### src/isa_pkg.sv
`default_nettype none

package isa_pkg;

	localparam int word_width = 32;
	localparam int inst_width = 6;

	// instruction numbers as seen by the execute stage.
	typedef enum logic [inst_width-1:0] {
		inst_nop  = 6'd0,
		inst_halt = 6'd4,
		inst_add  = 6'd8,
		inst_sub  = 6'd9,
		inst_addi = 6'd10,
		inst_mul  = 6'd12,
		inst_and  = 6'd16,
		inst_or   = 6'd17,
		inst_xor  = 6'd18,
		inst_sll  = 6'd20,
		inst_srl  = 6'd21,
		inst_lui  = 6'd22,
		inst_lw   = 6'd28,
		inst_sw   = 6'd29,
		inst_beq  = 6'd32,
		inst_bne  = 6'd33,
		inst_j    = 6'd34,
		inst_jr   = 6'd35
	} inst_num_e;

	typedef enum logic [2:0] {
		cat_none,
		cat_misc,
		cat_addsub,
		cat_muldiv,
		cat_bit,
		cat_mem,
		cat_branch
	} category_e;

	// each category runs from its first number up to the next one.
	localparam int misc_first = 4;
	localparam int addsub_first = 8;
	localparam int muldiv_first = 12;
	localparam int bit_first = 16;
	localparam int mem_first = 28;
	localparam int branch_first = 32;
	localparam int branch_last = 47;

endpackage

`default_nettype wire

### src/mem_bus_if.sv
`timescale 1ns/1ps
`default_nettype none

interface mem_bus_if;
	import isa_pkg::*;

	logic valid;
	logic write;
	logic [word_width-1:0] addr;
	logic [word_width-1:0] wdata;
	logic ready;
	logic [word_width-1:0] rdata;
	logic rvalid;

	modport requester (output valid, write, addr, wdata, input ready, rdata, rvalid);

	// arbiter side facing a requester.
	modport arbiter (input valid, write, addr, wdata, output ready, rdata, rvalid);

	modport memory (input valid, write, addr, wdata, output ready, rdata, rvalid);

endinterface

`default_nettype wire

### src/alu_exec_element.sv
`timescale 1ns/1ps
`default_nettype none

module alu_exec_element (
	input logic clk,
	input logic reset,
	input logic [isa_pkg::inst_width-1:0] inst_num,
	input logic [isa_pkg::word_width-1:0] rs,
	input logic [isa_pkg::word_width-1:0] rt,
	input logic [isa_pkg::word_width-1:0] const16_x,
	input logic [15:0] const16,
	input logic [4:0] shift5,
	output logic completed,
	output logic [isa_pkg::word_width-1:0] out
);
	import isa_pkg::*;

	logic [word_width-1:0] result;
	logic done;

	always_comb begin
		case (inst_num)
			inst_add: result = rs + rt;
			inst_sub: result = rs - rt;
			inst_addi: result = rs + const16_x;
			inst_mul: result = rs * rt;
			inst_and: result = rs & rt;
			inst_or: result = rs | rt;
			inst_xor: result = rs ^ rt;
			inst_sll: result = rt << shift5;
			inst_srl: result = rt >> shift5;
			inst_lui: result = {const16, 16'h0000};
			default: result = '0;
		endcase
	end

	// one pulse on the first cycle out of reset.
	always_ff @(posedge clk) begin
		if (reset) begin
			completed <= 1'b0;
			done <= 1'b0;
		end else begin
			completed <= !done;
			done <= 1'b1;
		end
	end

	always_ff @(posedge clk) begin
		if (!done)
			out <= result;
	end

endmodule

`default_nettype wire

### src/branch_exec_element.sv
`timescale 1ns/1ps
`default_nettype none

module branch_exec_element (
	input logic clk,
	input logic reset,
	input logic [isa_pkg::inst_width-1:0] inst_num,
	input logic [isa_pkg::word_width-1:0] pc,
	input logic [isa_pkg::word_width-1:0] rs,
	input logic [isa_pkg::word_width-1:0] rt,
	input logic [isa_pkg::word_width-1:0] const16_x,
	input logic [25:0] addr26,
	output logic completed,
	output logic [isa_pkg::word_width-1:0] reg_out,
	output logic [isa_pkg::word_width-1:0] pc_out
);
	import isa_pkg::*;

	logic [word_width-1:0] pc_plus4;
	logic [word_width-1:0] next_pc;
	logic done;

	always_comb begin
		pc_plus4 = pc + 4;
		case (inst_num)
			inst_beq: next_pc = (rs == rt) ? pc_plus4 + (const16_x << 2) : pc_plus4;
			inst_bne: next_pc = (rs != rt) ? pc_plus4 + (const16_x << 2) : pc_plus4;
			inst_j: next_pc = {pc_plus4[31:28], addr26, 2'b00};
			inst_jr: next_pc = rs;
			default: next_pc = pc_plus4;
		endcase
	end

	always_ff @(posedge clk) begin
		if (reset) begin
			completed <= 1'b0;
			done <= 1'b0;
		end else begin
			completed <= !done;
			done <= 1'b1;
		end
	end

	// link value goes out with the target.
	always_ff @(posedge clk) begin
		if (!done) begin
			pc_out <= next_pc;
			reg_out <= pc_plus4;
		end
	end

endmodule

`default_nettype wire

### src/mem_exec_element.sv
`timescale 1ns/1ps
`default_nettype none

module mem_exec_element (
	input logic clk,
	input logic reset,
	input logic [isa_pkg::inst_width-1:0] inst_num,
	input logic [isa_pkg::word_width-1:0] rs,
	input logic [isa_pkg::word_width-1:0] rt,
	input logic [isa_pkg::word_width-1:0] const16_x,
	output logic completed,
	output logic [isa_pkg::word_width-1:0] out,
	mem_bus_if.requester mem_bus
);
	import isa_pkg::*;

	typedef enum logic [1:0] {idle, request, wait_data, done} state_e;

	state_e state;
	logic [word_width-1:0] data_q;

	always_comb begin
		mem_bus.valid = (state == request);
		mem_bus.write = (inst_num == inst_sw);
		mem_bus.addr = rs + const16_x;
		mem_bus.wdata = rt;
		// a store ends one cycle after acceptance, a load at its response.
		completed = (state == wait_data) && (mem_bus.write || mem_bus.rvalid);
		out = (state == done) ? data_q : mem_bus.rdata;
	end

	always_ff @(posedge clk) begin
		if (reset)
			state <= idle;
		else begin
			case (state)
				idle: state <= request;
				request: if (mem_bus.ready) state <= wait_data;
				wait_data: if (completed) state <= done;
				default: state <= done;
			endcase
		end
	end

	always_ff @(posedge clk) begin
		if (state == wait_data && mem_bus.rvalid)
			data_q <= mem_bus.rdata;
	end

	a_addr_stable: assert property (@(posedge clk) disable iff (reset)
		mem_bus.valid && !mem_bus.ready |=> mem_bus.valid && $stable(mem_bus.addr));

endmodule

`default_nettype wire

### src/executor.sv
`timescale 1ns/1ps
`default_nettype none

module executor (
	input logic clk,
	input logic reset,
	input logic [isa_pkg::word_width-1:0] pc,
	input logic [isa_pkg::inst_width-1:0] inst_num,
	input logic [15:0] const16,
	input logic [4:0] shift5,
	input logic [25:0] addr26,
	input logic [isa_pkg::word_width-1:0] general_in_regs [3],
	output logic completed,
	output logic halted,
	output logic [isa_pkg::word_width-1:0] exec_reg_out,
	output logic [isa_pkg::word_width-1:0] exec_pc_out,
	mem_bus_if.requester mem_bus
);
	import isa_pkg::*;

	category_e cat;
	logic [word_width-1:0] rs, rt, const16_x;
	logic alu_reset, branch_reset, mem_reset, misc_reset;
	logic alu_completed, branch_completed, mem_completed;
	logic [word_width-1:0] alu_out, mem_out, branch_reg_out, branch_pc_out;
	logic is_halt, halt_seen, halt_pulse;

	// ==================================================
	// category decode and element enables
	// ==================================================
	always_comb begin
		if (inst_num > branch_last) cat = cat_none;
		else if (inst_num >= branch_first) cat = cat_branch;
		else if (inst_num >= mem_first) cat = cat_mem;
		else if (inst_num >= bit_first) cat = cat_bit;
		else if (inst_num >= muldiv_first) cat = cat_muldiv;
		else if (inst_num >= addsub_first) cat = cat_addsub;
		else if (inst_num >= misc_first) cat = cat_misc;
		else cat = cat_none;

		rs = general_in_regs[0];
		rt = general_in_regs[1];
		const16_x = {{(word_width-16){const16[15]}}, const16};

		alu_reset = reset || !(cat == cat_addsub || cat == cat_muldiv || cat == cat_bit);
		branch_reset = reset || (cat != cat_branch);
		mem_reset = reset || (cat != cat_mem);
		misc_reset = reset || (cat != cat_misc);
		is_halt = (inst_num == inst_halt);
	end

	alu_exec_element alu_i (.clk, .reset(alu_reset), .inst_num, .rs, .rt, .const16_x,
		.const16, .shift5, .completed(alu_completed), .out(alu_out));

	branch_exec_element branch_i (.clk, .reset(branch_reset), .inst_num, .pc, .rs, .rt,
		.const16_x, .addr26, .completed(branch_completed), .reg_out(branch_reg_out),
		.pc_out(branch_pc_out));

	mem_exec_element mem_i (.clk, .reset(mem_reset), .inst_num, .rs, .rt, .const16_x,
		.completed(mem_completed), .out(mem_out), .mem_bus(mem_bus));

	// ==================================================
	// halt handling in place of a misc element
	// ==================================================
	always_ff @(posedge clk) begin
		if (reset)
			halted <= 1'b0;
		else if (is_halt)
			halted <= 1'b1;
	end

	always_ff @(posedge clk) begin
		if (misc_reset) begin
			halt_pulse <= 1'b0;
			halt_seen <= 1'b0;
		end else begin
			halt_pulse <= is_halt && !halt_seen;
			halt_seen <= halt_seen || is_halt;
		end
	end

	always_comb begin
		completed = alu_completed || branch_completed || mem_completed || halt_pulse;
		case (cat)
			cat_addsub, cat_muldiv, cat_bit: exec_reg_out = alu_out;
			cat_mem: exec_reg_out = mem_out;
			cat_branch: exec_reg_out = branch_reg_out;
			default: exec_reg_out = '0;
		endcase
		exec_pc_out = (cat == cat_branch) ? branch_pc_out : pc + 4;
	end

	a_one_completion: assert property (@(posedge clk) disable iff (reset)
		$onehot0({alu_completed, branch_completed, mem_completed, halt_pulse}));

endmodule

`default_nettype wire

### src/flat_wrapper.sv
// flat-port wrapper written by rule: the top's interface ports become plain ports
module executor_flat import isa_pkg::*;
  (clk, reset, pc, inst_num, const16, shift5, addr26, general_in_regs, completed, halted, exec_reg_out, exec_pc_out, mem_bus_valid, mem_bus_write, mem_bus_addr, mem_bus_wdata, mem_bus_ready, mem_bus_rdata, mem_bus_rvalid);
  mem_bus_if mem_bus_i ();
  input logic clk;
  input logic reset;
  input logic [isa_pkg::word_width-1:0] pc;
  input logic [isa_pkg::inst_width-1:0] inst_num;
  input logic [15:0] const16;
  input logic [4:0] shift5;
  input logic [25:0] addr26;
  input logic [isa_pkg::word_width-1:0] general_in_regs[3];
  output logic completed;
  output logic halted;
  output logic [isa_pkg::word_width-1:0] exec_reg_out;
  output logic [isa_pkg::word_width-1:0] exec_pc_out;
  output wire logic [$bits(mem_bus_i.valid)-1:0] mem_bus_valid;
  output wire logic [$bits(mem_bus_i.write)-1:0] mem_bus_write;
  output wire logic [$bits(mem_bus_i.addr)-1:0] mem_bus_addr;
  output wire logic [$bits(mem_bus_i.wdata)-1:0] mem_bus_wdata;
  input wire logic [$bits(mem_bus_i.ready)-1:0] mem_bus_ready;
  input wire logic [$bits(mem_bus_i.rdata)-1:0] mem_bus_rdata;
  input wire logic [$bits(mem_bus_i.rvalid)-1:0] mem_bus_rvalid;
  assign mem_bus_valid = mem_bus_i.valid;
  assign mem_bus_write = mem_bus_i.write;
  assign mem_bus_addr = mem_bus_i.addr;
  assign mem_bus_wdata = mem_bus_i.wdata;
  assign mem_bus_i.ready = mem_bus_ready;
  assign mem_bus_i.rdata = mem_bus_rdata;
  assign mem_bus_i.rvalid = mem_bus_rvalid;
  executor u_core (.clk(clk), .reset(reset), .pc(pc), .inst_num(inst_num), .const16(const16), .shift5(shift5), .addr26(addr26), .general_in_regs(general_in_regs), .completed(completed), .halted(halted), .exec_reg_out(exec_reg_out), .exec_pc_out(exec_pc_out), .mem_bus(mem_bus_i));
endmodule
### config.mk
export PLATFORM = sky130hd
export DESIGN_NAME = executor_flat
export DESIGN_NICKNAME = d
export VERILOG_FILES = /design/src/isa_pkg.sv /design/src/mem_bus_if.sv /design/src/alu_exec_element.sv /design/src/branch_exec_element.sv /design/src/mem_exec_element.sv /design/src/executor.sv /design/src/flat_wrapper.sv
export SDC_FILE = /design/constraint.sdc
export NUM_CORES = 2
export LEC_CHECK = 0
export BUFFER_PORTS_ARGS = -buffer_cell sky130_fd_sc_hd__buf_2
export CAP_MARGIN = 20
export CELL_PAD_IN_SITES_DETAIL_PLACEMENT = 0
export CELL_PAD_IN_SITES_GLOBAL_PLACEMENT = 1
export CORE_MARGIN = 2
export CORE_UTILIZATION = 47
export CTS_BUF_LIST = sky130_fd_sc_hd__clkbuf_4
export DETAILED_ROUTE_END_ITERATION = 7
export GPL_TIMING_DRIVEN = 0
export PLACE_DENSITY_LB_ADDON = 0.1
export SKIP_CTS_REPAIR_TIMING = 1
export SLEW_MARGIN = 20
export SYNTH_ARGS = -nofsm -noshare
export SYNTH_HDL_FRONTEND = slang
export SYNTH_SLANG_ARGS = --single-unit
### constraint.sdc
create_clock -name clk -period 11.9 [get_ports clk]
set_input_delay 2.38 -clock clk [delete_from_list [all_inputs] [get_ports clk]]
set_output_delay 2.38 -clock clk [all_outputs]
set_load 0.05 [all_outputs]
==> After elaboration in Yosys (flattened, before gate mapping) <==
Index checks and enable logic that the tools add are counted.
{ "word_totals": {"regBits": 137, "in_bits": 217, "out_inout_bits": 132, "word_cells": 101} }
{ "classes": {"add_sub_neg": 5, "multipliers": 1, "order_cmp": 7, "eq_ne": 31, "n_shift": 2, "n_mux": 19, "n_bitwise": 3, "n_reduce_logical": 21} }
{ "op_table": {"columns": ["op", "n"], "rows": [
  ["32-bit case mux with 10 select lines", 1],
  ["32-bit two-way mux", 4],
  ["32-bit case mux with 4 select lines", 1],
  ["32-bit adder", 3],
  ["32-bit case mux with 3 select lines", 1],
  ["6-bit by 5-bit == test with 1-bit output (second input constant)", 7],
  ["32-bit by 3-bit adder with 32-bit output (second input constant)", 1],
  ["32-bit AND", 1],
  ["32-bit == test", 1],
  ["32-bit by 32-bit multiplier with 32-bit output", 1],
  ["32-bit != test", 1],
  ["32-bit bitwise OR", 1],
  ["32-bit by 5-bit left shift with 32-bit output", 1],
  ["32-bit by 5-bit right shift with 32-bit output", 1],
  ["32-bit subtractor", 1],
  ["32-bit bitwise XOR", 1],
  ["6-bit by 4-bit == test with 1-bit output (second input constant)", 4],
  ["6-bit == test (second input constant)", 4],
  ["3-bit two-way mux", 6],
  ["6-bit by 4-bit >= comparator with 1-bit output (second input constant)", 2],
  ["6-bit by 5-bit >= comparator with 1-bit output (second input constant)", 2],
  ["1-bit logical OR", 11],
  ["3-bit == test (second input constant)", 3],
  ["3-bit by 2-bit == test with 1-bit output (second input constant)", 2],
  ["other kinds (17)", 28]
]} }

==> Logic depth before layout (Yosys ltp) <==
{ "depth": {"word_depth": 14, "mapped_depth": 29} }

==> Cells and area by module <==
Synthesis repeated with hierarchy kept, for this count alone.
{ "hier_totals": {"cells_unflattened": 4152, "hier_area_um2": 34685.8} }
{ "by_module_without_submodules": {"columns": ["module", "n_inst", "cells_per_inst", "area_per_inst_um2"], "rows": [
  ["alu_exec_element", 1, 3035, 24372.1],
  ["branch_exec_element", 1, 507, 5146.2],
  ["mem_exec_element", 1, 350, 3400.8],
  ["executor", 1, 260, 1766.7]
]} }

==> Least setup slack after synthesis <==
OpenSTA, ideal clock, no wires.
{ "synth_timing": {"path_kind": "input port to flip-flop", "from": "in general_in_regs[34] (netlist name)", "to": "reg u_core.alu_i.out[31] (netlist name) (data pin)", "setup_ns": 0.275, "arrival_time_ns": 9.000, "t_required_ns": 11.625, "setup_slack_ns": 2.626, "cell_stages": 25, "n_path_buf": 2, "cell_sequence": "clkbuf_1 -> inv_1 -> buf_1 -> nor2_1 -> fa_1 -> inv_1 -> fa_1 -> fa_1 -> fa_1 -> inv_1 -> fa_1 -> inv_1 -> fa_1 -> inv_1 -> fa_1 -> fa_1 -> ha_1 -> and3_1 -> nand2_1 -> o21ai_0 -> a31oi_1 -> o31a_1 -> xnor2_1 -> a211oi_1 -> o221ai_1"} }
{ "synth_between": {"elab_chain_cells": 2, "word_cells_on_any_way": 6} }
{ "synth_rtl": {"columns": ["element", "line", "text"], "rows": [
  ["start: declaration", "flat_wrapper.sv:12", "input logic [isa_pkg::word_width-1:0] general_in_regs[3];"],
  ["32-bit by 32-bit multiplier with 32-bit output (tied with other cells)", "alu_exec_element.sv:26", "inst_mul: result = rs * rt;"],
  ["32-bit case mux with 10 select lines (*)", "alu_exec_element.sv:22", "case (inst_num)"],
  ["via u_core.alu_i.result[31]", "alu_exec_element.sv:18", "logic [word_width-1:0] result;"],
  ["end signal: assignment", "alu_exec_element.sv:50", "out <= result;"],
  ["end: declaration", "alu_exec_element.sv:14", "output logic [isa_pkg::word_width-1:0] out"]
]} }
Mark *: on every way through the listed nets, which the timed path passes. The rest lies on a longest branch.
A chain may end at the register's enable or synchronous reset.

==> Worst setup path after layout <==
{ "layout_timing": {"from": "in general_in_regs[68] (netlist name)", "to": "reg u_core.alu_i.out[31] (netlist name) (data pin)"} }
{ "layout_between": {"elab_chain_cells": 2, "word_cells_on_any_way": 5} }
{ "layout_rtl": {"columns": ["element", "line"], "rows": [
  ["32-bit by 32-bit multiplier with 32-bit output (tied with other cells)", "alu_exec_element.sv:26"],
  ["32-bit case mux with 10 select lines (*)", "alu_exec_element.sv:22"],
  ["via u_core.alu_i.result[31]", "alu_exec_element.sv:18"]
]} }
Marks and branches as above.

==> results by group <==
Clock network
  • Clk root buf: clkbuf_4
  • Clock transition at path regs: 0.14 ns
  • TritonCTS buffer count: 17
  • CTS Buffer Depth: 2
  • CTS tree: yes
  • H-tree depth: 4
  • Clock tree sinks: 137
  • Clock latency on the worst-skew pair: 0.57 ns

STA
  • Setup TNS: -0.168 ns
  • RSZ-0062 raised after global routing: no
  • Clk_skew: 0.0251 ns
  • Final min period: 12.07 ns
  • Fmax: 0.0829 GHz
  • Max Slew Vio Count: 0
  • Actual slew at the worst max-slew pin: 1.27 ns
  • Final setup fails: 1
  • Relative slew slack: 0.154
  • Final hold vios: 0
  • Ratio of final minimum period to clock period: 1.01
  • Final worst slack: -0.168 ns

Yosys
  • Cells after Synth: 4086
  • Main area contributors after synthesis: fa_1, edfxtp_1, ha_1, nor2_1, inv_1
  • Area of the mapped netlist: 33300 um^2
  • Syn Area/Cell: 8.14 um^2
  • Share of the synthesized area in the top cell type: 0.248
  • Synth warn: 0
  • Top_reg_cell synth: edfxtp_1
  • Ys async rst share: 0
  • Post-synth cell types: 99
  • Synth Net Count: 4999
  • Register area share after synthesis: 0.121
  • Most area-hungry cell type in the Yosys netlist: fa_1
  • Post-synth EDFFs: 128
  • #FFs+latches synth: 137

Cells and area
  • Commonest non-fill, non-tap cell in the layout: nor2_1
  • Register area: 4020 um^2
  • Final nets: 5335
  • Layout cells sized above 1: 0.108
  • Area added between synthesis and finish: 9.68%
  • Layout Cells excl Fill: 5389
  • Post-route cell area: 36500 um^2
  • Commonest non-fill, non-tap cells in the layout: nor2_1, inv_1, nand2_1
  • Filler cells: 6957
  • Area of the multi-input gates: 26200 um^2

Outcome
  • Status: complete, but fails checks
  • Failing checks: negative setup slack

Placement
  • GP Congestion: 1.08
  • PortBufs: 313
  • Area after DPL: 36100 um^2
  • Cell total after placement: 5344
  • Detailed placer's ending HPWL: 143000 um

Route
  • DRC errors left: 0
  • DRT antenna net count: 0
  • Routed WL: 174000 um
  • DR iter-0 viols: 4623
  • Via count: 34628
  • Vias/cell: 6.43
  • Pre-antenna DRT Iters: 6
  • DR WL/cell: 32.4 um

Global routing
  • Overflow after GRT: 0
  • Initial antenna violation count: 9
  • Largest net degree at the start of global routing: 37
  • First-pass GRT wire length: 242000 um
  • Number of global-route vias before repair: 32725
  • GR Util All Layers: 0.467

Die
  • Die Ht: 270 um
  • Ports: 349
  • DIE WIDTH: 270 um
  • Rows: 97
  • Die area: 72900 um^2
  • Core area: 70000 um^2
  • Initial Utilization: 0.475

Critical path
  • Req. time, crit path: 12.16 ns
  • Crit-path max FO: 10
  • CP Class: input pin to register
  • Crit path DAT: 12.33 ns
  • Worst Setup End Kind: register
  • Crit start category: input pin

Min path
  • Min-Delay Path Class: register to register

Run
  • Max Cap Viol: 0
routing by layer:
layer | wire [um] | track usage | vias up
met5 | 0 | 0 | -
met1 | 65300 | 0.599 | 17043
met2 | 72700 | 0.681 | 2584
met4 | 13900 | 0.317 | 0
li1 | - | - | 14432
met3 | 22400 | 0.136 | 569
cell usage after synthesis, drive strengths merged (50+ instances only):
cell    count
nand2     443
nor3       52
xnor2     117
a21oi     253
fa        412
nand3      57
nor2      547
mux2i     117
buf        87
o21ai     187
edfxtp    128
ha        284
clkbuf    179
xor2       50
inv       496
state kept, by name (all words and copies together), names as in the netlist, 2 cells and up:
name / count
u_core.branch_i.reg_out: 32
u_core.branch_i.pc_out: 32
u_core.mem_i.state: 2
u_core.alu_i.out: 32
u_core.mem_i.data_q: 32
per-stage QoR:
stage	setup slack, ns	hold slack [ns]	util
global route	0.0187	0.464	0.521
floorplan	2.63	0.397	-
global placement	-0.825	0.411	0.514
CTS	0.186	0.435	0.521
detailed placement	-0.405	0.415	0.516
finish	-0.168	0.440	0.521
cell type report:
cell class	count	area share
diodes	14	0.000960
plain buffers	265	0.0316
clock buffers	17	0.00350
clock inverters	15	0.00555
inverters	511	0.0527
multi-input cells	3172	0.718
flip-flops and latches	137	0.110
well taps	940	0.0322
repair buffers	318	0.0452
worst max-delay path, cell delays in order:
cell	delay, ns
buf_2	0.27
clkbuf_1	0.82
clkinv_1	0.85
clkbuf_1	0.56
nor2_1	0.24
fa_1	0.47
fa_1	0.53
inv_1	0.05
fa_1	0.49
inv_1	0.05
ha_1	0.18
fa_1	0.46
fa_1	0.58
fa_1	0.47
fa_1	0.52
ha_1	0.41
nand2_1	0.07
nor2_1	0.18
nand2_1	0.10
o21ai_0	0.92
a31oi_1	0.28
o31a_1	0.38
xnor2_1	0.26
a211oi_1	0.49
o221ai_1	0.28
cells by family after synthesis:
family,Yosys count,share of synthesized area
AO/OA/AOI/OAI,888,0.177
multiplexers,135,0.0440
flip-flops,137,0.121
buffers and inverters,777,0.0922
adder cells (fa/ha/maj),696,0.355
XOR/XNOR,167,0.0444
AND/OR/NAND/NOR,1286,0.167
final timing paths:
check,from,end,slack (ns),cells after the start
min,u_core.halt_seen$_SDFF_PP0_,u_core.halt_pulse$_SDFF_PP0_,0.44,1
min reg2reg,u_core.halt_seen$_SDFF_PP0_,u_core.halt_pulse$_SDFF_PP0_,0.44,1
max reg2reg,u_core.branch_i.done$_DFF_P_,u_core.branch_i.completed$_SDFF_PN0_,10.48,1
max,general_in_regs[68],u_core.alu_i.out[31]$_DFFE_PN_,-0.17,25
Power is left out: the tool's default activity adds up to more than one toggle a clock period on the data nets, which glitch-free logic cannot reach.
