$ cat config.mk
export PLATFORM = sky130hd
export DESIGN_NAME = bus_arbiter_flat
export DESIGN_NICKNAME = d
export VERILOG_FILES = /design/src/isa_pkg.sv /design/src/bus_pkg.sv /design/src/mem_bus_if.sv /design/src/bus_arbiter.sv /design/src/flat_wrapper.sv
export SDC_FILE = /design/constraint.sdc
export NUM_CORES = 1
export LEC_CHECK = 0
export BUFFER_PORTS_ARGS = -buffer_cell sky130_fd_sc_hd__buf_2
export CAP_MARGIN = 20
export CORE_AREA = 2 2 116 118
export CTS_CLUSTER_SIZE = 8
export DETAILED_ROUTE_END_ITERATION = 12
export DIE_AREA = 0 0 118 120
export GPL_TIMING_DRIVEN = 0
export PLACE_DENSITY_LB_ADDON = 0.12
export SYNTH_ARGS = -nofsm -noshare
export SYNTH_HDL_FRONTEND = slang
export SYNTH_SLANG_ARGS = --single-unit
export TNS_END_PERCENT = 20
$ cat constraint.sdc
create_clock -name clk -period 1.5 [get_ports clk]
set_input_delay 0.225 -clock clk [delete_from_list [all_inputs] [get_ports clk]]
set_output_delay 0.225 -clock clk [all_outputs]
set_load 0.03 [all_outputs]
$ cat src/isa_pkg.sv
`default_nettype none

package isa_pkg;

	localparam int word_width = 32;
	localparam int inst_width = 6;

	// instruction numbers as seen by the execute stage.
	typedef enum logic [inst_width-1:0] {
		inst_nop  = 6'd0,
		inst_halt = 6'd4,
		inst_add  = 6'd8,
		inst_sub  = 6'd9,
		inst_addi = 6'd10,
		inst_mul  = 6'd12,
		inst_and  = 6'd16,
		inst_or   = 6'd17,
		inst_xor  = 6'd18,
		inst_sll  = 6'd20,
		inst_srl  = 6'd21,
		inst_lui  = 6'd22,
		inst_lw   = 6'd28,
		inst_sw   = 6'd29,
		inst_beq  = 6'd32,
		inst_bne  = 6'd33,
		inst_j    = 6'd34,
		inst_jr   = 6'd35
	} inst_num_e;

	typedef enum logic [2:0] {
		cat_none,
		cat_misc,
		cat_addsub,
		cat_muldiv,
		cat_bit,
		cat_mem,
		cat_branch
	} category_e;

	// each category runs from its first number up to the next one.
	localparam int misc_first = 4;
	localparam int addsub_first = 8;
	localparam int muldiv_first = 12;
	localparam int bit_first = 16;
	localparam int mem_first = 28;
	localparam int branch_first = 32;
	localparam int branch_last = 47;

endpackage

`default_nettype wire

$ cat src/bus_pkg.sv
`default_nettype none

package bus_pkg;

	// data memory geometry in words.
	localparam int mem_addr_width = 8;
	localparam int mem_depth = 256;

	// peers that share the data memory.
	typedef enum logic {
		exec,
		host
	} requester_e;

endpackage

`default_nettype wire

$ cat src/mem_bus_if.sv
`timescale 1ns/1ps
`default_nettype none

interface mem_bus_if;
	import isa_pkg::*;

	logic valid;
	logic write;
	logic [word_width-1:0] addr;
	logic [word_width-1:0] wdata;
	logic ready;
	logic [word_width-1:0] rdata;
	logic rvalid;

	modport requester (output valid, write, addr, wdata, input ready, rdata, rvalid);

	// arbiter side facing a requester.
	modport arbiter (input valid, write, addr, wdata, output ready, rdata, rvalid);

	modport memory (input valid, write, addr, wdata, output ready, rdata, rvalid);

endinterface

`default_nettype wire

$ cat src/bus_arbiter.sv
`timescale 1ns/1ps
`default_nettype none

module bus_arbiter (
	input logic clk,
	input logic reset,
	mem_bus_if.arbiter exec_bus,
	mem_bus_if.arbiter host_bus,
	mem_bus_if.requester mem_bus
);
	import bus_pkg::*;

	requester_e pick, owner, last;
	logic busy;

	always_comb begin
		// on a tie the peer not served last goes first.
		if (exec_bus.valid && host_bus.valid)
			pick = (last == exec) ? host : exec;
		else if (host_bus.valid)
			pick = host;
		else
			pick = exec;

		mem_bus.valid = !busy && ((pick == exec) ? exec_bus.valid : host_bus.valid);
		mem_bus.write = (pick == exec) ? exec_bus.write : host_bus.write;
		mem_bus.addr = (pick == exec) ? exec_bus.addr : host_bus.addr;
		mem_bus.wdata = (pick == exec) ? exec_bus.wdata : host_bus.wdata;

		exec_bus.ready = mem_bus.valid && mem_bus.ready && (pick == exec);
		host_bus.ready = mem_bus.valid && mem_bus.ready && (pick == host);
		exec_bus.rdata = mem_bus.rdata;
		host_bus.rdata = mem_bus.rdata;
		exec_bus.rvalid = busy && (owner == exec) && mem_bus.rvalid;
		host_bus.rvalid = busy && (owner == host) && mem_bus.rvalid;
	end

	// a read keeps its grant until the response has gone back.
	always_ff @(posedge clk) begin
		if (reset) begin
			busy <= 1'b0;
			owner <= exec;
			last <= host;
		end else if (busy && mem_bus.rvalid)
			busy <= 1'b0;
		else if (mem_bus.valid && mem_bus.ready) begin
			last <= pick;
			if (!mem_bus.write) begin
				busy <= 1'b1;
				owner <= pick;
			end
		end
	end

	a_single_ready: assert property (@(posedge clk) disable iff (reset)
		!(exec_bus.ready && host_bus.ready));

endmodule

`default_nettype wire

$ cat src/flat_wrapper.sv
// flat-port wrapper written by rule: the top's interface ports become plain ports
module bus_arbiter_flat import bus_pkg::*;
  (clk, reset, exec_bus_valid, exec_bus_write, exec_bus_addr, exec_bus_wdata, exec_bus_ready, exec_bus_rdata, exec_bus_rvalid, host_bus_valid, host_bus_write, host_bus_addr, host_bus_wdata, host_bus_ready, host_bus_rdata, host_bus_rvalid, mem_bus_valid, mem_bus_write, mem_bus_addr, mem_bus_wdata, mem_bus_ready, mem_bus_rdata, mem_bus_rvalid);
  mem_bus_if exec_bus_i ();
  mem_bus_if host_bus_i ();
  mem_bus_if mem_bus_i ();
  input logic clk;
  input logic reset;
  input wire logic [$bits(exec_bus_i.valid)-1:0] exec_bus_valid;
  input wire logic [$bits(exec_bus_i.write)-1:0] exec_bus_write;
  input wire logic [$bits(exec_bus_i.addr)-1:0] exec_bus_addr;
  input wire logic [$bits(exec_bus_i.wdata)-1:0] exec_bus_wdata;
  output wire logic [$bits(exec_bus_i.ready)-1:0] exec_bus_ready;
  output wire logic [$bits(exec_bus_i.rdata)-1:0] exec_bus_rdata;
  output wire logic [$bits(exec_bus_i.rvalid)-1:0] exec_bus_rvalid;
  input wire logic [$bits(host_bus_i.valid)-1:0] host_bus_valid;
  input wire logic [$bits(host_bus_i.write)-1:0] host_bus_write;
  input wire logic [$bits(host_bus_i.addr)-1:0] host_bus_addr;
  input wire logic [$bits(host_bus_i.wdata)-1:0] host_bus_wdata;
  output wire logic [$bits(host_bus_i.ready)-1:0] host_bus_ready;
  output wire logic [$bits(host_bus_i.rdata)-1:0] host_bus_rdata;
  output wire logic [$bits(host_bus_i.rvalid)-1:0] host_bus_rvalid;
  output wire logic [$bits(mem_bus_i.valid)-1:0] mem_bus_valid;
  output wire logic [$bits(mem_bus_i.write)-1:0] mem_bus_write;
  output wire logic [$bits(mem_bus_i.addr)-1:0] mem_bus_addr;
  output wire logic [$bits(mem_bus_i.wdata)-1:0] mem_bus_wdata;
  input wire logic [$bits(mem_bus_i.ready)-1:0] mem_bus_ready;
  input wire logic [$bits(mem_bus_i.rdata)-1:0] mem_bus_rdata;
  input wire logic [$bits(mem_bus_i.rvalid)-1:0] mem_bus_rvalid;
  assign exec_bus_i.valid = exec_bus_valid;
  assign exec_bus_i.write = exec_bus_write;
  assign exec_bus_i.addr = exec_bus_addr;
  assign exec_bus_i.wdata = exec_bus_wdata;
  assign exec_bus_ready = exec_bus_i.ready;
  assign exec_bus_rdata = exec_bus_i.rdata;
  assign exec_bus_rvalid = exec_bus_i.rvalid;
  assign host_bus_i.valid = host_bus_valid;
  assign host_bus_i.write = host_bus_write;
  assign host_bus_i.addr = host_bus_addr;
  assign host_bus_i.wdata = host_bus_wdata;
  assign host_bus_ready = host_bus_i.ready;
  assign host_bus_rdata = host_bus_i.rdata;
  assign host_bus_rvalid = host_bus_i.rvalid;
  assign mem_bus_valid = mem_bus_i.valid;
  assign mem_bus_write = mem_bus_i.write;
  assign mem_bus_addr = mem_bus_i.addr;
  assign mem_bus_wdata = mem_bus_i.wdata;
  assign mem_bus_i.ready = mem_bus_ready;
  assign mem_bus_i.rdata = mem_bus_rdata;
  assign mem_bus_i.rvalid = mem_bus_rvalid;
  bus_arbiter u_core (.clk(clk), .reset(reset), .exec_bus(exec_bus_i), .host_bus(host_bus_i), .mem_bus(mem_bus_i));
endmodule
# After elaboration in Yosys (flattened, before gate mapping)

Index checks and enable logic that the tools add are counted.
W data, S select, Z words.

Reductions and logical operators: 15
Bitwise operators: 4
Multiplexer cells: 7

Operator list:

| operator            | number |
|---|---|
| $mux W32            | 2 |
| $logic_and A1 B1 Y1 | 10 |
| $mux W1             | 5 |
| $not A1 Y1          | 4 |
| $reduce_and A2 Y1   | 2 |
| $reduce_and A3 Y1   | 1 |
| $reduce_or A2 Y1    | 1 |
| $logic_not A1 Y1    | 1 |

Flip-flop bits (word level): 3
Word-level logic and storage cells: 29
Input bits: 168

# Depth between registers and ports, before layout

Gate-level depths: netlist of run 1.

Depth in word-level cells: 6
Gate-level depth with buffers: 5
Mapped depth without buffers: 4

# Least setup slack after synthesis of run 1

OpenSTA, ideal clock, no wires.

Kind: register to output
Start point: register u_core.busy
End point: output exec_bus_ready
Data required time: 1.275 ns
Path slack: 0.003 ns
Buffers on the path: 0
Arrival time: 1.272 ns
Cell stages (with the launch flop): 5
Path through: dfxtp_1 -> o21bai_1 -> inv_1 -> nand2_1 -> nor2_1

Longest elaborated chain between the ends: 4

Ends and longest elaborated chain:

| item                              | line               | RTL |
|---|---|---|
| start: declaration                | bus_arbiter.sv:14  | `logic busy;` |
| start signal: assignment          | bus_arbiter.sv:41  | `busy <= 1'b0;` |
| start signal: assignment          | bus_arbiter.sv:45  | `busy <= 1'b0;` |
| start signal: assignment          | bus_arbiter.sv:49  | `busy <= 1'b1;` |
| $logic_not A1 Y1                  | bus_arbiter.sv:25  | `mem_bus.valid = !busy && ((pick == exec) ? exec_bus.valid : host_bus.valid);` |
| $logic_and A1 B1 Y1               | bus_arbiter.sv:25  |  |
| named net mem_bus_valid           | flat_wrapper.sv:23 | `output wire logic [$bits(mem_bus_i.valid)-1:0] mem_bus_valid;` |
| $logic_and A1 B1 Y1 (2 in series) | bus_arbiter.sv:30  | `exec_bus.ready = mem_bus.valid && mem_bus.ready && (pick == exec);` |
| end: declaration                  | flat_wrapper.sv:13 | `output wire logic [$bits(exec_bus_i.ready)-1:0] exec_bus_ready;` |

The timed path passes the listed nets, and every way through them passes these cells.

# Final worst setup path of run 1

Start point: register u_core.last
End point: output mem_bus_addr[1]

Longest elaborated chain between the ends: 3

Ends and longest elaborated chain:

| item                     | line               | RTL |
|---|---|---|
| start: declaration       | bus_arbiter.sv:13  | `requester_e pick, owner, last;` |
| start signal: assignment | bus_arbiter.sv:43  | `last <= host;` |
| start signal: assignment | bus_arbiter.sv:47  | `last <= pick;` |
| $mux W1                  | bus_arbiter.sv:19  | `pick = (last == exec) ? host : exec;` |
| $mux W1                  | bus_arbiter.sv:18  | `if (exec_bus.valid && host_bus.valid)` |
| $mux W32                 | bus_arbiter.sv:27  | `mem_bus.addr = (pick == exec) ? exec_bus.addr : host_bus.addr;` |
| end: declaration         | flat_wrapper.sv:25 | `output wire logic [$bits(mem_bus_i.addr)-1:0] mem_bus_addr;` |

Every way passes these cells.

==> results of run 1 <==
worst max-delay path, stage by stage (launching register included):
cell	delay (ns)
dfxtp_2	0.34
a21bo_4	0.24
buf_12	0.15
buf_6	0.14
nand2_1	0.09
nand2_1	0.07
buf_6	0.14
power by group:
group	switching [W]	leakage [nW]	total, W	internal (W)
logic	0.000968	2.31	0.00178	0.000808
registers	0.00000543	0.0243	0.0000913	0.0000858
clock network	0.0000712	0.0382	0.000422	0.000351
total	0.00104	2.37	0.00229	0.00124
timing repair:
| action | CTS | global route |
|---|---|---|
| pin swaps | 2 | 2 |
| setup endpoints to repair | 66 | 67 |
| resized for setup | 167 | 6 |
| buffers inserted | 5 | 1 |
| cloned | 4 | 2 |
synth_stat cells:
library cell and number:
o31ai_2 1, a21oi_1 1, nor3_1 1, a21boi_1 1, inv_1 3, nand2_1 194
or3b_2 1, mux2_4 1, buf_2 7, o311a_1 1, dfxtp_1 3, clkbuf_1 2
buf_4 69, a21bo_2 1, a211o_1 1, nor2_1 3, o21bai_1 1, o31ai_1 1
cell families after synthesis:
group	Yosys count
buf+inv	81
compound gates	8
mux	1
simple gates	199
flops	3
registers in the layout, indices dropped and copies added, names as in the netlist:
name,count
u_core.busy,1
u_core.last,1
u_core.owner,1
routing by layer:
layer	wire length (um)	global-route usage [%]	part of all wire (%)	vias to the layer above
met5	0	0	0	-
met1	2952	10.47	36	1104
li1	-	-	-	1383
met3	544	1.616	6.7	12
met4	104	2.410	1.3	0
met2	4550	21.44	56	147
stage by stage:
step                      worst slack [ns]  hold slack [ns]  std cells  area, um2  setup TNS [ns]
final                              -0.1155           0.2486        753       3812          -5.244
after global routing               -0.1786           0.2809        753       3812          -9.909
after CTS                          -0.1689           0.2535        750       3742          -8.365
after detailed placement           -0.2816           0.4831        737       3035          -11.85
after global placement             -0.2928           0.4848        737       3035          -11.53
after floorplan                   0.002800           0.3194        292       1469               0
area by class of cell:
type / count / area share [%]
buffer: 78 / 17.10
clock buffer: 4 / 2.068
inverter: 3 / 0.2954
multi-input combinational: 208 / 22.94
sequential: 3 / 1.608
tap: 176 / 5.776
timing repair buffer: 281 / 50.21
worst max-delay path by stage:
stage	to	slack [ns]
2_1_floorplan	exec_bus_ready	0.003
5_1_grt	mem_bus_wdata[6]	-0.18
3_5_place_dp	mem_bus_wdata[23]	-0.28
4_1_cts	mem_bus_wdata[24]	-0.17
3_3_place_gp	mem_bus_wdata[23]	-0.29
6_report	mem_bus_addr[1]	-0.12
==> results.md, run 1 <==
- Hold Crit Endpoint: u_core.busy
- DRT Pass-1 Iters: 4
- Worst-Margin Slew: a little over 0.3 ns
- Antenna Violating Nets Remaining: 0
- CP startpoint kind: register
- Synth Register Bits: 3
- Global-route wire length before repair: 12,090 um
- Max-cap viol count: 0
- Area leader, netlist: nand2_1
- Die area: roughly 14,000 um2
- DRC Markers: 0
- Placer congestion estimate: ~0.75
- Slew Viols, Final: 0
- Via density per instance: roughly 3.5
- Post-Syn Area: about 1500 um2
- Yosys warns: 0
- Worst R2R Setup Slack: roughly 0.2 ns
- Min-delay src: reset
- Maximum fanout along the worst path: 10
- Static Leak: 2.371 nW
- Crit. End Element: primary output
- Clock Root Buffer: clkbuf_16
- Via Count: roughly 2,600
- Ant diodes: 0
- Largest net degree at the start of global routing: 11
- Register area share after synthesis: 4.089%
- R2R depth: 4
- Final WL: 8151 um
- RSZ-0062 raised after global routing: yes
- Rel. slew slack: 79.51%
- Syn Area/Cell: ~5.0 um2
- Initial DRC Count: 45
- Clock latency on the worst-skew pair: between 0.2 and 0.25 ns
- Hold Path Class: primary input to register
- Hold Crit Depth: 2
- CTS tree: built
- Status: finished, violations left
- Worst reg2reg endpoint: u_core.busy
- Total track usage: a little over 10%
- Reg-to-Reg Start: u_core.last
- Adder-Cell Fraction of Synth Area: 0%
- Initial core utilization: 11.32%
- Final period util: 107.7%
- Layout cells sized above 1: between 60% and 70%
- Initial antenna violation count: 0
- GRT overflow: 0
- Io pins: between 300 and 400
- CP required: ~1.3 ns
- Compound-Gate Fraction of Synth Area: approximately 4.7%
- Worst setup path startpoint: u_core.last
- Failing checks: negative setup slack
- Power density cells: around 600 nW/um2
- Main combinational cell family by area after synthesis: simple AND/OR/NAND/NOR gates
- Row count: 42
- Final net count: 746
- CP arrival: between 1 and 1.5 ns
- Synth cell types: 18
- Hpwl dp: 6553 um
- WS Path Type: register to primary output
- Simple-gate portion of the synthesized area: about half
- # fillers: between 1,000 and 1,500
- TritonCTS buffer count: 3
- Vias in the first global route: about 2,500
- Peak supply drop: approximately 0.54 mV
- Core Area: about 13,000 um2
- Die Height: ~120 um
- Area growth syn-to-layout: 159.5%
- Hold Vio Cnt, Final: 0
- Multi-input gate area: 874.6 um2
- Commonest non-fill, non-tap cell in the layout: buf_2
- Reg clk slew, reported paths: roughly 0.03 ns
- Clk buf depth: 2
- Fmax achieved: 0.6190 GHz
- Post-CTS Hold Buffers: 0
- Syn nets: 460
- Die Wd: ~120 um
- Multiplexer area fraction after synthesis: under 10%
- Number of port buffers: 269
- Setup ws final: -0.1155 ns
- Dominant cells by area after synthesis: nand2_1 (50%), buf_4 (35%), dfxtp_1 (4.1%)
- Tot Pwr: roughly 0.0023 W
- Commonest non-fill, non-tap cells in the layout: buf_2 (203), nand2_1 (188), buf_4 (74), buf_6 (71), nand2_2 (6)
- CTS Sinks: 3
- # setup viols final: 66
- Setup Skew: a little under 0.0002 ns
- Fin crit period: 1.615 ns
- Drt wl/cell: roughly 11 um
- Synth top area share: ~50%
- Post-synthesis xor/xnor area fraction: 0%
- H-tree depth: 1
- Fin util: 29.37%
- Mapped Cells: about 290
- Register area: ~61 um2
No activity file was read; power rests on OpenSTA's default activity.
==> run 2: changes to the inputs <==
--- a/config.mk
+++ b/config.mk
@@ -5,12 +5,12 @@
 export SDC_FILE = /design/constraint.sdc
 export NUM_CORES = 1
 export LEC_CHECK = 0
-export BUFFER_PORTS_ARGS = -buffer_cell sky130_fd_sc_hd__buf_2
 export CAP_MARGIN = 20
 export CORE_AREA = 2 2 116 118
 export CTS_CLUSTER_SIZE = 8
 export DETAILED_ROUTE_END_ITERATION = 12
 export DIE_AREA = 0 0 118 120
+export DONT_BUFFER_PORTS = 1
 export GPL_TIMING_DRIVEN = 0
 export PLACE_DENSITY_LB_ADDON = 0.12
 export SYNTH_ARGS = -nofsm -noshare
==> results.md, run 2 (synthesis gave the netlist of run 1 again) <==
- Status: finished, violations left
- Failing checks: negative setup slack
- Number of port buffers: 0 (-100%)
- Setup Skew: 0.0006174 ns (+0.0004225 ns)
- Global-route wire length before repair: 8928 um (-26%)
- WS Path Type: register to primary output
- Maximum fanout along the worst path: 10 (unchanged)
- Commonest non-fill, non-tap cells in the layout: nand2_1 (89), nand2_4 (64), buf_4 (64), nand2_2 (41), buf_12 (5)
- Sw power: 0.001040 W (-0.41%)
- Clk buf depth: 2 (unchanged)
- Die area: 14,160 um2 (unchanged)
- Via density per instance: 3.789 (+7.8%)
- Final period util: 105.4% (-2.3 points)
- Total track usage: 7.804% (-2.5 points)
- Layout cells sized above 1: 66.56% (+1.6 points)
- Setup ws final: -0.08057 ns (+0.03489 ns)
- Slew Viols, Final: 0 (unchanged)
- Initial core utilization: 11.32% (unchanged)
- DRC Markers: 0 (unchanged)
- TritonCTS buffer count: 3 (unchanged)
- Commonest non-fill, non-tap cell in the layout: nand2_1
- Crit. End Element: primary output
- Max-cap viol count: 0 (unchanged)
- Power density cells: 735.1 nW/um2 (+22%)
- H-tree depth: 1 (unchanged)
- Final std cells w/o fill: 475 (-37%)
- CTS Sinks: 3 (unchanged)
- Final net count: 468 (-37%)
- Placed Area: 1689 um2 (-44%)
- Die Wd: 118 um (unchanged)
- Final WL: 6440 um (-21%)
- Int Power: 0.0008473 W (-32%)
- Area growth syn-to-layout: 74.79%
- Peak supply drop: 0.5831 mV (+7.6%)
- Initial antenna violation count: 0 (unchanged)
- Row count: 42 (unchanged)
- Comb pwr share: 72.0% (-5.6 points)
- Cells after DPL: 468 (-36%)
- GRT overflow: 0 (unchanged)
- DRT Pass-1 Iters: 4 (unchanged)
- Static Leak: 1.253 nW (-47%)
- Total Neg Setup Slack: -2.925 ns (+2.319 ns)
- Clock Root Buffer: clkbuf_16
- # setup viols final: 64 (-3.0%)
- Vias in the first global route: 1,780 (-30%)
- Fmax achieved: 0.6327 GHz (+2.2%)
- CTS tree: built
- Clock latency on the worst-skew pair: 0.23 ns (about the same)
- CP required: 1.27 ns (about the same)
- CP arrival: 1.36 ns (-0.03 ns)
- Hpwl dp: 5001 um (-24%)
- Hold Path Class: primary input to register
- Hold Vio Cnt, Final: 0 (unchanged)
- Antenna Violating Nets Remaining: 0 (unchanged)
- Clock power frac: 23.2% (+4.8 points)
- Reg clk slew, reported paths: 0.03 ns (about the same)
- Core Area: 12,980 um2 (unchanged)
- Io pins: 302 (unchanged)
- Via Count: 1,800 (-32%)
- CP startpoint kind: register
- Rel. slew slack: 63.84% (-16 points)
- Sw Ratio: 55.10% (+9.5 points)
- Reg power frac: 4.8% (+0.8 points)
- Largest net degree at the start of global routing: 11 (unchanged)
- Largest registers: u_core.busy (1), u_core.last (1), u_core.owner (1)
- Initial DRC Count: 32 (-29%)
- Die Height: 120 um (unchanged)
- Final instance area: 2567 um2 (-33%)
- Fin crit period: 1.581 ns (-0.03489 ns)
- Placer congestion estimate: 0.7202 (-4.2%)
- Worst-Margin Slew: 0.5404 ns (+0.2338 ns)
- RSZ-0062 raised after global routing: yes
- Ant diodes: 0 (unchanged)
- Drt wl/cell: 13.56 um (+25%)
[run 2: final timing paths]
path / endpoint / start / slack [ns] / cells past startpoint
worst min register to register: u_core.last / u_core.last / 0.51 / 1
worst max-delay path: mem_bus_wdata[28] / u_core.last / -0.08 / 5
worst max register to register: u_core.busy / u_core.last / 0.14 / 4
worst min-delay path: u_core.busy / reset / 0.09 / 1
[run 2: per-layer routing]
layer / wire, um / vias up / global-route usage [%] / share of wire [%]
met2: 3840 / 146 / 16.90 / 60
met4: 111 / 0 / 2.259 / 1.7
met5: 0 / - / 0 / 0
li1: - / 829 / - / -
met1: 1996 / 816 / 7.399 / 31
met3: 491 / 9 / 1.093 / 7.6
[run 2: stage by stage]
| stage | utilization [%] | hold slack (ns) | worst slack, ns | power (W) |
|---|---|---|---|---|
| after global routing | 19.78 | 0.09621 | -0.1412 | 0.001961 |
| after floorplan | - | 0.3194 | 0.002800 | 0.001031 |
| final | 19.78 | 0.09050 | -0.08057 | 0.001887 |
| after global placement | 13.01 | 0.3235 | -0.3226 | 0.001136 |
| after CTS | 19.26 | 0.09387 | -0.09910 | 0.001878 |
| after detailed placement | 13.01 | 0.3239 | -0.3047 | 0.001128 |
[run 2: what timing repair did]
item                                    CTS  global route
gates resized for setup                 199            20
pin swaps                                 5             8
buffers inserted                          1             0
cloned                                    2             0
hold endpoints to repair                  0             0
endpoints found under the setup margin   67            67
hold buffers                              0             0
[run 2: layout make-up]
cell class | instances | area [um2]
Buffer | 78 | 686.9
Clock buffer | 4 | 78.83
Fill cell | 1466 | 10410
Inverter | 3 | 13.76
Multi-Input combinational cell | 208 | 1460
Sequential cell | 3 | 63.81
Tap cell | 176 | 220.2
Timing Repair Buffer | 3 | 43.79
[run 2: power by group through the flow]
stage / clock network, W / registers, W / logic (W)
6_report: 0.000437 / 0.0000911 / 0.00136
5_1_grt: 0.000447 / 0.0000914 / 0.00142
4_1_cts: 0.000440 / 0.0000907 / 0.00135
3_5_place_dp: 0 / 0.0000897 / 0.00104
3_3_place_gp: 0 / 0.0000897 / 0.00105
2_1_floorplan: 0 / 0.0000886 / 0.000943
[run 2: worst max-delay path, stage by stage, from the launching register on]
cell,delay (ns)
dfxtp_4,0.35
a21bo_4,0.24
buf_12,0.16
buf_12,0.15
nand2_1,0.11
nand2_4,0.10
==> run 3: changes to the inputs <==
--- a/config.mk
+++ b/config.mk
@@ -12,7 +12,6 @@
 export DIE_AREA = 0 0 118 120
 export DONT_BUFFER_PORTS = 1
 export GPL_TIMING_DRIVEN = 0
-export PLACE_DENSITY_LB_ADDON = 0.12
 export SYNTH_ARGS = -nofsm -noshare
 export SYNTH_HDL_FRONTEND = slang
 export SYNTH_SLANG_ARGS = --single-unit
==> results.md, run 3 (synthesis gave the netlist of run 1 again) <==
- DRT Pass-1 Iters: 4 (unchanged)
- Antenna Violating Nets Remaining: 0 (unchanged)
- Cells after DPL: 468 (unchanged)
- DRC Markers: 0 (unchanged)
- Post-CTS Hold Buffers: 0 (unchanged)
- Peak supply drop: 0.7238 mV (+24%)
- Fin Hold WS: 0.09569 ns (+0.005194 ns)
- Drt wl/cell: 13.86 um (+2.2%)
- Area growth syn-to-layout: 68.14%
- Setup Skew: 0.0009490 ns (+0.0003316 ns)
- Layout cells sized above 1: 58.14% (-8.4 points)
- Clk buf depth: 2 (unchanged)
- CTS tree: built
- R2R depth: 3 (-1)
- Commonest non-fill, non-tap cell in the layout: nand2_1
- CP arrival: 1.35 ns (about the same)
- Reg clk slew, reported paths: 0.03 ns (about the same)
- Commonest non-fill, non-tap cells in the layout: nand2_1 (115), buf_4 (68), nand2_4 (59), nand2_2 (20), buf_8 (9)
- Fin crit period: 1.573 ns (-0.008066 ns)
- Final net count: 470 (+0.43%)
- Fmax achieved: 0.6359 GHz (+0.51%)
- Worst R2R Setup Slack: 0.18 ns (+0.04 ns)
- Die area: 14,160 um2 (unchanged)
- Reg-to-Reg Start: u_core.last
- RSZ-0062 raised after global routing: yes
- Pre-CTS setup slack: -0.2377 ns (+0.06707 ns)
- Power density cells: 751.0 nW/um2 (+2.2%)
- CP required: 1.27 ns (about the same)
- Core Area: 12,980 um2 (unchanged)
- Global-route wire length before repair: 7472 um (-16%)
- Rel. slew slack: 59.54% (-4.3 points)
- Hold Vio Cnt, Final: 0 (unchanged)
- Top delay family on crit path: flip-flops
- Hpwl dp: 5009 um (+0.18%)
- Clock latency on the worst-skew pair: 0.22 ns (about the same)
- Crit. End Element: primary output
- CP startpoint kind: register
- GRT overflow: 0 (unchanged)
- Largest registers: u_core.busy (1), u_core.last (1), u_core.owner (1)
- Worst Path Buf+Inv: 2 (unchanged)
- Critical path's slowest cell: dfxtp_2
- Io pins: 302 (unchanged)
- Largest net degree at the start of global routing: 11 (unchanged)
- Clock Root Buffer: clkbuf_16
- Slew Viols, Final: 0 (unchanged)
- Die Height: 120 um (unchanged)
- # setup viols final: 63 (-1.6%)
- Ant diodes: 0 (unchanged)
- Met1 GRT Util: 7.430% (+0.031 points)
- Max-cap viol count: 0 (unchanged)
- Setup ws final: -0.07250 ns (+0.008066 ns)
- Met3 Resource Use GR: 0.6654% (-0.43 points)
- # fillers: 1,454 (-0.82%)
- Status: finished, violations left
- Met2 Use GR: 13.12% (-3.8 points)
- Worst reg2reg endpoint: u_core.last
- Static Leak: 1.231 nW (-1.8%)
- Fin util: 19.03% (-0.75 points)
- Worst-Margin Slew: 0.6036 ns (+0.06312 ns)
- Number of port buffers: 0 (unchanged)
- Min-delay src: reset
- Die Wd: 118 um (unchanged)
- WS Path Type: register to primary output
- Maximum fanout along the worst path: 10 (unchanged)
- Vias in the first global route: 1,546 (-13%)
- Row count: 42 (unchanged)
- Hold Crit Endpoint: u_core.busy
- Initial antenna violation count: 0 (unchanged)
- GRT busiest layer: met2
- Failing checks: negative setup slack
- Placer congestion estimate: 0.8318 (+15%)
- TritonCTS buffer count: 3 (unchanged)
- Final WL: 6612 um (+2.7%)
- Via Count: 1,836 (+2.0%)
- H-tree depth: 1 (unchanged)
- Hold Path Class: primary input to register
- Total Neg Setup Slack: -2.788 ns (+0.1367 ns)
- Total track usage: 6.729% (-1.1 points)
- CTS Sinks: 3 (unchanged)
- Via density per instance: 3.849 (+1.6%)
- Initial DRC Count: 46 (+44%)
- Hold Crit Depth: 1 (unchanged)
- Final std cells w/o fill: 477 (+0.42%)
- Initial core utilization: 11.32% (unchanged)
- Final period util: 104.8% (-0.54 points)
- Cell breakdown of the critical path: a21bo_4 > buf_12 > buf_8 > nand2_1 > nand2_4
- Slowest stage delay, CP: 0.33 ns (-0.02 ns)
[run 3: repair_timing]
| item | 4_1_cts | 5_1_grt |
|---|---|---|
| resized for setup | 69 | 119 |
| setup endpoints to repair | 67 | 67 |
| hold endpoints to repair | 0 | 0 |
| setup buffers | 1 | 2 |
| cloned | 0 | 2 |
| pin swaps | 0 | 8 |
[run 3: worst max-delay path by stage]
stage	start	end	slack, ns	cells past startpoint
after floorplan	u_core.busy	exec_bus_ready	0.003	4
after global placement	u_core.last	mem_bus_wdata[20]	-0.24	5
after detailed placement	u_core.last	mem_bus_wdata[23]	-0.24	5
after CTS	u_core.last	host_bus_ready	-0.29	2
after global routing	u_core.last	mem_bus_wdata[3]	-0.11	5
final	u_core.last	mem_bus_addr[17]	-0.07	5
[run 3: power by group]
part	internal, W	total [W]	switching, W
Combinational	0.000392	0.00134	0.000946
Sequential	0.0000858	0.0000912	0.00000537
Clock	0.000351	0.000426	0.0000747
[run 3: routing by layer]
layer  share of wire (%)  vias up  wire, um
met2                  54      156      3574
li1                    -      835         -
met5                   0        -         0
met1                  36      835      2382
met3                 8.1       10       533
met4                 1.8        0       121
[run 3: layout make-up]
| type | count | area, um2 | area share (%) |
|---|---|---|---|
| Multi-Input combinational cell | 208 | 1364 | 55.22 |
| Buffer | 78 | 676.9 | 27.41 |
| Tap cell | 176 | 220.2 | 8.916 |
| Clock buffer | 4 | 78.83 | 3.191 |
| Sequential cell | 3 | 61.31 | 2.482 |
| Timing Repair Buffer | 5 | 55.05 | 2.229 |
| Inverter | 3 | 13.76 | 0.5572 |
[run 3: stage by stage]
| stage | total power [W] | cell area (um2) |
|---|---|---|
| floorplan | 0.001031 | 1469 |
| global placement | 0.001126 | 1689 |
| detailed placement | 0.001126 | 1689 |
| CTS | 0.001636 | 1949 |
| global route | 0.001917 | 2470 |
| finish | 0.001855 | 2470 |
